--- src/common/tilt_game_pkg.sv ---
`default_nettype none

package tilt_game_pkg;

    localparam int COORD_W = 10;
    localparam int FIELD_W = 320;
    localparam int FIELD_H = 180;
    localparam int SPRITE = 32;
    localparam int X_RANGE = FIELD_W - SPRITE;   // 288
    localparam int Y_RANGE = FIELD_H - SPRITE;   // 148
    localparam int FAIL_HOLES = 7;
    // x group then y group: fail holes, win hole, ball start
    localparam int LAYOUT_W = 2 * (FAIL_HOLES + 2) * COORD_W;
    localparam int NUM_LEVELS = 10;
    localparam int CAPTURE_R = 14;
    localparam int TILT_SHIFT = 4;

    typedef enum logic [3:0] {
        START_MENU = 4'h0,
        PLAYING    = 4'h1,
        FAIL       = 4'h2,
        WIN        = 4'h3,
        NEW        = 4'h4,
        AGAIN      = 4'h5,
        BALL_RST   = 4'h6,
        PAUSE      = 4'h7,
        NEW_RST    = 4'h8,
        FINISH     = 4'h9
    } game_state_e;

    typedef enum logic {
        CLASSIC = 1'b0,
        ENDLESS = 1'b1
    } game_mode_e;

    // msb first: start y, win y, fail y 6..0, start x, win x, fail x 6..0
    localparam logic [LAYOUT_W-1:0] LEVEL_TABLE [NUM_LEVELS] = '{
        {10'd20, 10'd60, 10'd130, 10'd140, 10'd100, 10'd130, 10'd120, 10'd80, 10'd10,
         10'd20, 10'd120, 10'd150, 10'd270, 10'd180, 10'd100, 10'd30, 10'd250, 10'd200},
        {10'd20, 10'd90, 10'd10, 10'd120, 10'd130, 10'd130, 10'd130, 10'd70, 10'd20,
         10'd250, 10'd150, 10'd90, 10'd270, 10'd200, 10'd100, 10'd30, 10'd60, 10'd20},
        {10'd120, 10'd40, 10'd10, 10'd60, 10'd10, 10'd140, 10'd140, 10'd100, 10'd20,
         10'd140, 10'd40, 10'd90, 10'd160, 10'd270, 10'd10, 10'd180, 10'd250, 10'd200},
        {10'd70, 10'd70, 10'd140, 10'd10, 10'd130, 10'd120, 10'd20, 10'd120, 10'd20,
         10'd10, 10'd270, 10'd210, 10'd150, 10'd30, 10'd240, 10'd180, 10'd120, 10'd60},
        {10'd10, 10'd130, 10'd130, 10'd100, 10'd30, 10'd20, 10'd110, 10'd80, 10'd40,
         10'd140, 10'd140, 10'd260, 10'd30, 10'd220, 10'd60, 10'd100, 10'd180, 10'd100},
        {10'd130, 10'd80, 10'd120, 10'd140, 10'd40, 10'd30, 10'd100, 10'd60, 10'd10,
         10'd270, 10'd190, 10'd30, 10'd80, 10'd240, 10'd160, 10'd120, 10'd60, 10'd10},
        {10'd130, 10'd90, 10'd90, 10'd110, 10'd20, 10'd60, 10'd120, 10'd50, 10'd40,
         10'd50, 10'd130, 10'd10, 10'd270, 10'd250, 10'd200, 10'd160, 10'd90, 10'd20},
        {10'd50, 10'd110, 10'd80, 10'd140, 10'd30, 10'd10, 10'd60, 10'd120, 10'd20,
         10'd200, 10'd260, 10'd40, 10'd180, 10'd280, 10'd230, 10'd100, 10'd150, 10'd150},
        {10'd100, 10'd30, 10'd60, 10'd120, 10'd40, 10'd90, 10'd140, 10'd130, 10'd20,
         10'd100, 10'd30, 10'd270, 10'd240, 10'd200, 10'd150, 10'd60, 10'd10, 10'd130},
        {10'd140, 10'd140, 10'd20, 10'd30, 10'd70, 10'd110, 10'd100, 10'd110, 10'd100,
         10'd20, 10'd270, 10'd40, 10'd130, 10'd250, 10'd210, 10'd160, 10'd110, 10'd60}
    };

endpackage

`default_nettype wire

--- src/source/button_pulse.sv ---
`timescale 1ns/1ps
`default_nettype none

module button_pulse (
    input  logic CLK,
    input  logic rst,
    input  logic i_raw,
    output logic o_level,
    output logic o_pulse
);

    logic sync_1;
    logic sync_2;
    logic level_d;

    always_ff @(posedge CLK) begin
        if (rst) begin
            sync_1 <= 1'b0;
            sync_2 <= 1'b0;
            level_d <= 1'b0;
            o_pulse <= 1'b0;
        end else begin
            sync_1 <= i_raw;
            sync_2 <= sync_1;
            level_d <= sync_2;
            o_pulse <= sync_2 & ~level_d;   // rising edge only
        end
    end

    assign o_level = sync_2;

endmodule

`default_nettype wire

--- src/layout/hole_layout.sv ---
`timescale 1ns/1ps
`default_nettype none

module hole_layout import tilt_game_pkg::*; #(
    parameter int X_LIMIT = X_RANGE,
    parameter int Y_LIMIT = Y_RANGE
) (
    input  logic                CLK,
    input  logic                rst,
    input  logic                i_restart,
    input  logic [15:0]         i_seed,
    input  game_mode_e          i_mode,
    input  logic [3:0]          i_level,
    output logic                o_rand_ready,
    output logic [LAYOUT_W-1:0] o_layout
);

    localparam int FIELDS = LAYOUT_W / COORD_W;

    logic [15:0]         lfsr;
    logic [4:0]          count;
    logic [COORD_W-1:0]  cand;
    logic                accept;
    logic [LAYOUT_W-1:0] rand_word;

    assign cand = lfsr[COORD_W-1:0];
    // first half of the fields are x, the rest y
    assign accept = !o_rand_ready &&
                    ((count < FIELDS / 2) ? (cand < X_LIMIT) : (cand < Y_LIMIT));

    always_ff @(posedge CLK) begin
        if (rst || i_restart) begin
            lfsr <= (i_seed == 16'h0000) ? 16'h0001 : i_seed;   // lfsr must not be zero
            count <= '0;
            o_rand_ready <= 1'b0;
        end else begin
            lfsr <= {1'b0, lfsr[15:1]} ^ (lfsr[0] ? 16'hb400 : 16'h0000);
            if (accept) begin
                count <= count + 5'd1;
                o_rand_ready <= (count == 5'(FIELDS - 1));
            end
        end
    end

    always_ff @(posedge CLK) begin
        if (accept) begin
            rand_word[count*COORD_W +: COORD_W] <= cand;
        end
    end

    assign o_layout = (i_mode == ENDLESS) ? rand_word
                    : LEVEL_TABLE[(i_level < NUM_LEVELS) ? i_level : 4'd0];

endmodule

`default_nettype wire

--- src/source/ball_motion.sv ---
`timescale 1ns/1ps
`default_nettype none

module ball_motion import tilt_game_pkg::*; #(
    parameter int X_LIMIT = X_RANGE,
    parameter int Y_LIMIT = Y_RANGE
) (
    input  logic               CLK,
    input  logic               rst,
    input  logic               i_frame_tick,
    input  logic               i_run,
    input  logic               i_load,
    input  logic [COORD_W-1:0] i_start_x,
    input  logic [COORD_W-1:0] i_start_y,
    input  logic signed [7:0]  i_tilt_x,
    input  logic signed [7:0]  i_tilt_y,
    output logic [COORD_W-1:0] o_ball_x,
    output logic [COORD_W-1:0] o_ball_y
);

    // one axis: add scaled tilt, clamp to 0 .. lim-1
    function automatic logic [COORD_W-1:0] step(input logic [COORD_W-1:0] pos,
                                                input logic signed [7:0] tilt,
                                                input int lim);
        logic signed [COORD_W+1:0] sum;
        sum = $signed({2'b00, pos}) + (tilt >>> TILT_SHIFT);
        if (sum < 0)
            return '0;
        if (sum >= lim)
            return COORD_W'(lim - 1);
        return sum[COORD_W-1:0];
    endfunction

    always_ff @(posedge CLK) begin
        if (rst) begin
            o_ball_x <= COORD_W'(X_LIMIT / 2);   // centre
            o_ball_y <= COORD_W'(Y_LIMIT / 2);
        end else if (i_load) begin
            o_ball_x <= i_start_x;
            o_ball_y <= i_start_y;
        end else if (i_frame_tick && i_run) begin
            o_ball_x <= step(o_ball_x, i_tilt_x, X_LIMIT);
            o_ball_y <= step(o_ball_y, i_tilt_y, Y_LIMIT);
        end
    end

endmodule

`default_nettype wire

--- src/source/hole_capture.sv ---
`timescale 1ns/1ps
`default_nettype none

module hole_capture import tilt_game_pkg::*; (
    input  logic                CLK,
    input  logic                rst,
    input  logic                i_clear,
    input  logic                i_enable,
    input  logic [COORD_W-1:0]  i_ball_x,
    input  logic [COORD_W-1:0]  i_ball_y,
    input  logic [LAYOUT_W-1:0] i_layout,
    output logic                o_win,
    output logic                o_fail,
    output logic [COORD_W-1:0]  o_fall_x,
    output logic [COORD_W-1:0]  o_fall_y
);

    function automatic logic near(input logic [COORD_W-1:0] a, input logic [COORD_W-1:0] b);
        return ((a > b) ? (a - b) : (b - a)) < CAPTURE_R;
    endfunction

    logic               hit;
    logic               hit_fail;
    logic [COORD_W-1:0] hit_x;
    logic [COORD_W-1:0] hit_y;
    logic               capture;

    always_comb begin
        logic [COORD_W-1:0] hole_x;
        logic [COORD_W-1:0] hole_y;
        hit = 1'b0;
        hit_fail = 1'b0;
        hit_x = '0;
        hit_y = '0;
        // win hole scanned first, so a fail hole and the lowest index win
        for (int i = FAIL_HOLES; i >= 0; i--) begin
            hole_x = i_layout[i*COORD_W +: COORD_W];
            hole_y = i_layout[(i + FAIL_HOLES + 2)*COORD_W +: COORD_W];
            if (near(i_ball_x, hole_x) && near(i_ball_y, hole_y)) begin
                hit = 1'b1;
                hit_fail = (i < FAIL_HOLES);
                hit_x = hole_x;
                hit_y = hole_y;
            end
        end
    end

    assign capture = i_enable && hit && !o_win && !o_fail;

    always_ff @(posedge CLK) begin
        if (rst || i_clear) begin
            o_win <= 1'b0;
            o_fail <= 1'b0;
        end else if (capture) begin
            o_win <= !hit_fail;
            o_fail <= hit_fail;
        end
    end

    always_ff @(posedge CLK) begin
        if (capture) begin
            o_fall_x <= hit_x;   // ball pinned at hole
            o_fall_y <= hit_y;
        end
    end

endmodule

`default_nettype wire

--- src/game/game_fsm.sv ---
`timescale 1ns/1ps
`default_nettype none

module game_fsm import tilt_game_pkg::*; (
    input  logic                CLK,
    input  logic                rst,
    input  logic                i_new_game,
    input  logic                i_again,
    input  logic                i_up,
    input  logic                i_down,
    input  logic                i_ok,
    input  logic                i_tilt_valid,
    input  logic                i_rand_ready,
    input  logic                i_win,
    input  logic                i_fail,
    input  logic [LAYOUT_W-1:0] i_layout,
    input  logic [COORD_W-1:0]  i_ball_x,
    input  logic [COORD_W-1:0]  i_ball_y,
    input  logic [COORD_W-1:0]  i_fall_x,
    input  logic [COORD_W-1:0]  i_fall_y,
    output logic                o_layout_restart,
    output logic                o_ball_load,
    output logic [COORD_W-1:0]  o_start_x,
    output logic [COORD_W-1:0]  o_start_y,
    output logic                o_ball_run,
    output logic                o_capture_clear,
    output logic                o_capture_enable,
    output game_mode_e          o_layout_sel_mode,
    output logic [3:0]          o_level,
    output game_state_e         o_game_state,
    output logic [2:0]          o_select_pos,
    output logic [COORD_W-1:0]  o_ball_x,
    output logic [COORD_W-1:0]  o_ball_y
);

    game_state_e state;
    game_mode_e  mode;
    logic [2:0]  max_option;

    // options on each screen
    always_comb begin
        case (state)
            START_MENU, WIN: max_option = 3'd2;
            PAUSE:           max_option = (mode == ENDLESS) ? 3'd3 : 3'd2;
            FAIL:            max_option = (mode == ENDLESS) ? 3'd2 : 3'd1;
            FINISH:          max_option = 3'd1;
            default:         max_option = 3'd3;
        endcase
    end

    always_ff @(posedge CLK) begin
        if (rst || i_ok) begin
            o_select_pos <= '0;
        end else if (i_up && (o_select_pos > 3'd0)) begin
            o_select_pos <= o_select_pos - 3'd1;
        end else if (i_down && (o_select_pos < max_option - 3'd1)) begin
            o_select_pos <= o_select_pos + 3'd1;
        end
    end

    always_ff @(posedge CLK) begin
        if (rst) begin
            state <= START_MENU;
            mode <= CLASSIC;
            o_level <= '0;
            o_start_x <= COORD_W'(X_RANGE / 2);
            o_start_y <= COORD_W'(Y_RANGE / 2);
        end else if (i_new_game) begin
            state <= NEW_RST;
        end else begin
            case (state)
                START_MENU: if (i_ok) begin
                    if (o_select_pos == 3'd0) begin
                        mode <= CLASSIC;
                        o_level <= '0;
                        state <= NEW;
                    end else begin
                        mode <= ENDLESS;
                        state <= NEW_RST;
                    end
                end
                NEW_RST: state <= NEW;
                NEW: if (i_tilt_valid && ((mode == CLASSIC) || i_rand_ready)) begin
                    o_start_x <= i_layout[(FAIL_HOLES + 1)*COORD_W +: COORD_W];
                    o_start_y <= i_layout[(2*FAIL_HOLES + 3)*COORD_W +: COORD_W];
                    state <= BALL_RST;
                end
                BALL_RST, AGAIN: state <= PLAYING;
                PLAYING: begin
                    if (i_fail)
                        state <= FAIL;
                    else if (i_win)
                        state <= WIN;
                    else if (i_ok)
                        state <= PAUSE;
                end
                PAUSE: if (i_ok) begin
                    if (o_select_pos == 3'd0)
                        state <= PLAYING;
                    else if (o_select_pos == 3'd1)
                        state <= AGAIN;
                    else if (mode == ENDLESS)
                        state <= NEW_RST;
                end
                FAIL: if (i_ok) begin
                    if (o_select_pos == 3'd0)
                        state <= AGAIN;
                    else if (mode == ENDLESS)
                        state <= NEW_RST;
                end
                WIN: if (i_ok) begin
                    if (o_select_pos == 3'd0) begin
                        state <= AGAIN;
                    end else if (mode == ENDLESS) begin
                        state <= NEW_RST;
                    end else if (o_level < 4'(NUM_LEVELS - 1)) begin
                        o_level <= o_level + 4'd1;   // next classic level
                        state <= NEW_RST;
                    end else begin
                        state <= FINISH;
                    end
                end
                FINISH: if (i_ok) state <= START_MENU;
                default: state <= START_MENU;
            endcase
        end
    end

    always_comb begin
        case (state)
            START_MENU, PLAYING, PAUSE: begin
                o_ball_x = i_ball_x;
                o_ball_y = i_ball_y;
            end
            FAIL, WIN: begin
                o_ball_x = i_fall_x;
                o_ball_y = i_fall_y;
            end
            default: begin
                o_ball_x = o_start_x;
                o_ball_y = o_start_y;
            end
        endcase
    end

    assign o_layout_restart = (state == NEW_RST);
    assign o_ball_load = (state == BALL_RST) || (state == AGAIN);
    assign o_ball_run = (state == PLAYING) || (state == START_MENU);
    assign o_capture_enable = (state == PLAYING);
    assign o_capture_clear = i_again || i_new_game || (state == NEW_RST) ||
                             (state == BALL_RST) || (state == AGAIN);
    assign o_layout_sel_mode = mode;
    assign o_game_state = state;

endmodule

`default_nettype wire

--- src/source/tilt_game_top.sv ---
`timescale 1ns/1ps
`default_nettype none

module tilt_game_top import tilt_game_pkg::*; #(
    parameter int X_LIMIT = X_RANGE,
    parameter int Y_LIMIT = Y_RANGE
) (
    input  logic               CLK,
    input  logic               rst,
    input  logic               i_new_game_btn,
    input  logic               i_again_btn,
    input  logic               i_up_btn,
    input  logic               i_down_btn,
    input  logic               i_ok_btn,
    input  logic               i_frame_tick,
    input  logic signed [7:0]  i_tilt_x,
    input  logic signed [7:0]  i_tilt_y,
    input  logic               i_tilt_valid,
    output game_state_e        o_game_state,
    output game_mode_e         o_game_mode,
    output logic [3:0]         o_level,
    output logic [2:0]         o_select_pos,
    output logic [COORD_W-1:0] o_ball_x,
    output logic [COORD_W-1:0] o_ball_y
);

    logic new_level, new_pulse, ok_level, ok_pulse;
    logic again_pulse, up_pulse, down_pulse;
    logic [15:0] seed_cnt;
    logic rand_ready, layout_restart;
    logic [LAYOUT_W-1:0] layout;
    logic ball_load, ball_run;
    logic [COORD_W-1:0] start_x, start_y, roll_x, roll_y, fall_x, fall_y;
    logic capture_clear, capture_enable, win, fail;

    button_pulse u_btn_new (.CLK(CLK), .rst(rst), .i_raw(i_new_game_btn),
                            .o_level(new_level), .o_pulse(new_pulse));
    button_pulse u_btn_again (.CLK(CLK), .rst(rst), .i_raw(i_again_btn),
                              .o_level(), .o_pulse(again_pulse));
    button_pulse u_btn_up (.CLK(CLK), .rst(rst), .i_raw(i_up_btn),
                           .o_level(), .o_pulse(up_pulse));
    button_pulse u_btn_down (.CLK(CLK), .rst(rst), .i_raw(i_down_btn),
                             .o_level(), .o_pulse(down_pulse));
    button_pulse u_btn_ok (.CLK(CLK), .rst(rst), .i_raw(i_ok_btn),
                           .o_level(ok_level), .o_pulse(ok_pulse));

    // press activity as the random seed
    always_ff @(posedge CLK) begin
        if (rst)
            seed_cnt <= '0;
        else if (ok_level || new_level)
            seed_cnt <= seed_cnt + 16'd1;
    end

    hole_layout #(.X_LIMIT(X_LIMIT), .Y_LIMIT(Y_LIMIT)) u_layout (
        .CLK(CLK), .rst(rst), .i_restart(layout_restart), .i_seed(seed_cnt),
        .i_mode(o_game_mode), .i_level(o_level),
        .o_rand_ready(rand_ready), .o_layout(layout)
    );

    ball_motion #(.X_LIMIT(X_LIMIT), .Y_LIMIT(Y_LIMIT)) u_motion (
        .CLK(CLK), .rst(rst), .i_frame_tick(i_frame_tick), .i_run(ball_run),
        .i_load(ball_load), .i_start_x(start_x), .i_start_y(start_y),
        .i_tilt_x(i_tilt_x), .i_tilt_y(i_tilt_y), .o_ball_x(roll_x), .o_ball_y(roll_y)
    );

    hole_capture u_capture (
        .CLK(CLK), .rst(rst), .i_clear(capture_clear), .i_enable(capture_enable),
        .i_ball_x(roll_x), .i_ball_y(roll_y), .i_layout(layout),
        .o_win(win), .o_fail(fail), .o_fall_x(fall_x), .o_fall_y(fall_y)
    );

    game_fsm u_fsm (
        .CLK(CLK), .rst(rst), .i_new_game(new_pulse), .i_again(again_pulse),
        .i_up(up_pulse), .i_down(down_pulse), .i_ok(ok_pulse),
        .i_tilt_valid(i_tilt_valid), .i_rand_ready(rand_ready), .i_win(win), .i_fail(fail),
        .i_layout(layout), .i_ball_x(roll_x), .i_ball_y(roll_y),
        .i_fall_x(fall_x), .i_fall_y(fall_y),
        .o_layout_restart(layout_restart), .o_ball_load(ball_load),
        .o_start_x(start_x), .o_start_y(start_y), .o_ball_run(ball_run),
        .o_capture_clear(capture_clear), .o_capture_enable(capture_enable),
        .o_layout_sel_mode(o_game_mode), .o_level(o_level), .o_game_state(o_game_state),
        .o_select_pos(o_select_pos), .o_ball_x(o_ball_x), .o_ball_y(o_ball_y)
    );

endmodule

`default_nettype wire

--- config.mk ---
export PLATFORM = sky130hd
export DESIGN_NAME = tilt_game_top
export DESIGN_NICKNAME = d
export VERILOG_FILES = /design/src/common/tilt_game_pkg.sv /design/src/source/button_pulse.sv /design/src/layout/hole_layout.sv /design/src/source/ball_motion.sv /design/src/source/hole_capture.sv /design/src/game/game_fsm.sv /design/src/source/tilt_game_top.sv
export SDC_FILE = /design/constraint.sdc
export NUM_CORES = 2
export LEC_CHECK = 0
export ABC_AREA = 1
export CORE_ASPECT_RATIO = 0.6
export CORE_MARGIN = 5
export CORE_UTILIZATION = 50
export DETAILED_ROUTE_END_ITERATION = 10
export DONT_BUFFER_PORTS = 1
export SLEW_MARGIN = 30
export SYNTH_ARGS = -nofsm -noshare
export SYNTH_HDL_FRONTEND = slang
export SYNTH_SLANG_ARGS = --single-unit
--- constraint.sdc ---
create_clock -name CLK -period 9 [get_ports CLK]
set_input_delay 1.8 -clock CLK [delete_from_list [all_inputs] [get_ports CLK]]
set_output_delay 1.8 -clock CLK [all_outputs]
set_load 0.02 [all_outputs]
==> impl_metrics.yaml <==
outcome:
  status: "finished clean"
cells_and_area:
  layout.nets: 6312
  drive_above_1_share_pct: 4.11
  area_delta_synth_final_pct: 5.18
  stdcell_count: 6898
  fin_area_um2: 39400
clocking:
  post_cts_resized: 0
  cts_tree: "built"
  ctsHoldBuffers: 0
  cts_max_level: 2
  root_buffer: "clkbuf_16"
  clk_pin_slew_worst_paths_ns: 0.06
  cts_buffer_depth: 3
  postCtsSetupBuffers: 0
  insertion_delay_ns: 0.56
  cts_buffers: 34
  cts.sinks: 312
synth:
  synth_area_leaders: "nand2_1, edfxtp_1, ha_1, inv_1, nor2_1"
  seq_area_frac_synth_pct: 22.0
  syn-num-nets: 6400
  synth_area_um2: 37500
  synth-edff-count: 200
  ys_warn_count: 0
  synth_most_common_cell: "nand2_1"
  synth_cell_type_count: 65
  yosys-top-cells-count: "nand2_1, inv_1, nor2_1"
  synth_seq_cells: 312
  synth_top_area_share_pct: 16.4
  ys.flop_type: "edfxtp_1"
  synth.largest_area_cell: "nand2_1"
  synth_async_sr_flop_share_pct: 0
  syn_avg_cell_area_um2: 6.28
  synth_cells: 5970
sta:
  period_minus_slack_ns: 8.06
  tightest_slew_ns: 1.21
  skew_ns: 0.0200
  drv_slew: 0
  tns_ns: 0
  setup_slack_ns: 0.945
  finalHoldViolations: 0
  whs_ns: 0.387
  finalSetupViolCount: 0
  rsz0062_at_grt: "no"
  max_freq_mhz: 124
  fin_crit_sh_pct: 89.5
  slew_headroom_pct: 18.7
placement:
  dpl.cell_count: 6831
  hpwlAfterDp_mm: 136
  placement.cell_area_um2: 38300
  gp_congestion: 1.12
  io_buffers: 0
  dp_slack_ns: 1.43
critical_path:
  worst_ep_arrival_time_ns: 8.23
  crit_path_end_kind: "flip-flop"
  cp.required_ns: 9.18
  critical_path_class: "reg -> reg"
  start_kind: "flip-flop"
  crit_fanout: 26
route:
  viasPerCell: 6.00
  postRouteAntennaNets: 0
  drc: 0
  drtPass1Iterations: 10
  route.detailed.wl_per_inst_um: 24.9
  drt_wl_total_mm: 172
  num_vias: 41371
  drtIter0Drc: 6634
floorplan:
  die_w_um: 363
  coreArea_um2: 74000
  fp.dieH_um: 222
  ios: 57
  initial_core_util_pct: 50.6
  placementRows: 77
  dieArea_um2: 80700
hold_path:
  holdCritPathClass: "reg -> reg"
power_and_ir_drop:
  ir_worst_vdd_v: 0.000213
  p_leak_nw: 19.6
  power.density_nw_per_um2: 172
global_routing:
  first_global_vias: 35693
  grt_pass1_wl_mm: 244
  grt_max_degree: 65
  antenna_found_initial: 6
  grt_usage_pct: 40.9
  overflow: 0
run:
  maxCapViolCount: 0
[cells by family (layout without fill, tap and decap cells)]
group / count (synthesis) / in the layout / share of synthesized area, %
AOI/OAI and AO/OA: 1018 / 1018 / 15.5
other: 0 / 5 / 0
xor gates and xnor gates: 173 / 173 / 4.04
and+or+nand+nor: 2947 / 2947 / 32.4
adders and majority gates: 405 / 405 / 14.2
DFF: 312 / 312 / 22.0
muxes: 2 / 2 / 0.0534
buffers and inverters: 1113 / 1049 / 11.8
[power breakdown]
group	internal (mW)	leakage [nW]	total (mW)	switching [mW]
logic	0.971	16.4	3.64	2.67
registers	1.62	2.60	1.71	0.0929
clock network	0.791	0.540	1.42	0.631
[worst paths after layout]
| path | start | to | slack (ns) | cells after the start |
|---|---|---|---|---|
| hold reg to reg | u_btn_again.level_d | u_btn_again.o_pulse | 0.39 | 1 |
| hold / removal | u_btn_again.level_d | u_btn_again.o_pulse | 0.39 | 1 |
| setup / recovery | u_fsm.o_level[2] | u_capture.o_fall_x[9] | 0.94 | 24 |
| setup reg to reg | u_fsm.o_level[2] | u_capture.o_fall_x[9] | 0.94 | 24 |
[worst max-delay path, stage by stage, from the launching register on]
cell,delay (ns)
dfxtp_1,0.64
inv_1,0.21
nor2_2,0.69
clkinv_1,0.36
buf_4,0.30
nand2_1,0.09
nand2_1,0.19
o221ai_1,0.80
inv_1,0.20
ha_1,0.38
nand2_1,0.07
o21ai_2,0.30
nand3_1,0.15
nand3_2,0.14
nand2_2,0.21
o21ai_0,0.50
or2_2,0.21
nand3_1,0.10
nor2_4,0.47
nand2_4,0.32
nand2_1,0.14
a21oi_1,0.11
nand4_1,0.16
nand2_1,0.19
nand2_1,0.70
[flip-flops by register name, indices dropped and copies added (netlist names), 3 cells and up]
signal              flops
u_fsm.o_level           4
u_fsm.o_select_pos      3
seed_cnt               16
u_motion.o_ball_y      10
u_layout.rand_word    180
u_motion.o_ball_x      10
u_layout.lfsr          16
u_fsm.o_game_state      4
u_layout.count          5
u_fsm.o_start_y        10
u_capture.o_fall_y     10
u_capture.o_fall_x     10
u_fsm.o_start_x        10
[placed cells by master, fill, tap and decap left out, types with 10 or more instances in the layout]
cell type  instances
o21ai_0          317
a211oi_1          14
nand3_1          257
nor3_1            63
a221oi_1          18
o21ai_1           40
o21a_1            17
nand4_1           93
a22oi_1           15
inv_1            880
xnor2_1           33
fa_1              35
inv_2             27
buf_4             74
nor4_1            10
a21o_1            23
nand2_2           17
dfxtp_1          109
o2111ai_1         12
ha_1             370
a21boi_0          12
o22ai_1           63
a21oi_1          378
o211ai_1          24
nand3_2           14
nand3b_1          26
o21bai_1          32
o221ai_1          12
clkbuf_16         36
nand2_1         1631
o21ai_2           11
edfxtp_1         200
xor2_1           140
nor2_1           793
[stage by stage]
| step | power [mW] | util, % |
|---|---|---|
| 2_1_floorplan | 4.12 | - |
| 3_3_place_gp | 5.17 | 51.8 |
| 3_5_place_dp | 5.18 | 51.8 |
| 4_1_cts | 6.57 | 53.2 |
| 5_1_grt | 7.12 | 53.3 |
| 6_report | 6.78 | 53.3 |
[final cells by class]
class | count | area, µm²
inverters | 914 | 3430
well taps | 987 | 1230
multi-input cells | 4545 | 24800
flip-flops and latches | 312 | 8250
clock buffers | 44 | 961
fillers | 7749 | 34600
diodes | 5 | 12.5
repair buffers | 75 | 563
clock inverters | 16 | 130
[metal layers]
metal  wire [µm]  vias to the layer above  track usage (%)
met5         230                        -             1.72
met4        6840                       10             12.8
met3       31300                      353             20.6
met2       58600                     3042             49.1
met1       75100                    18925             61.1
li1            -                    19041                -
Note: power is estimated with default switching activity, not from simulation.
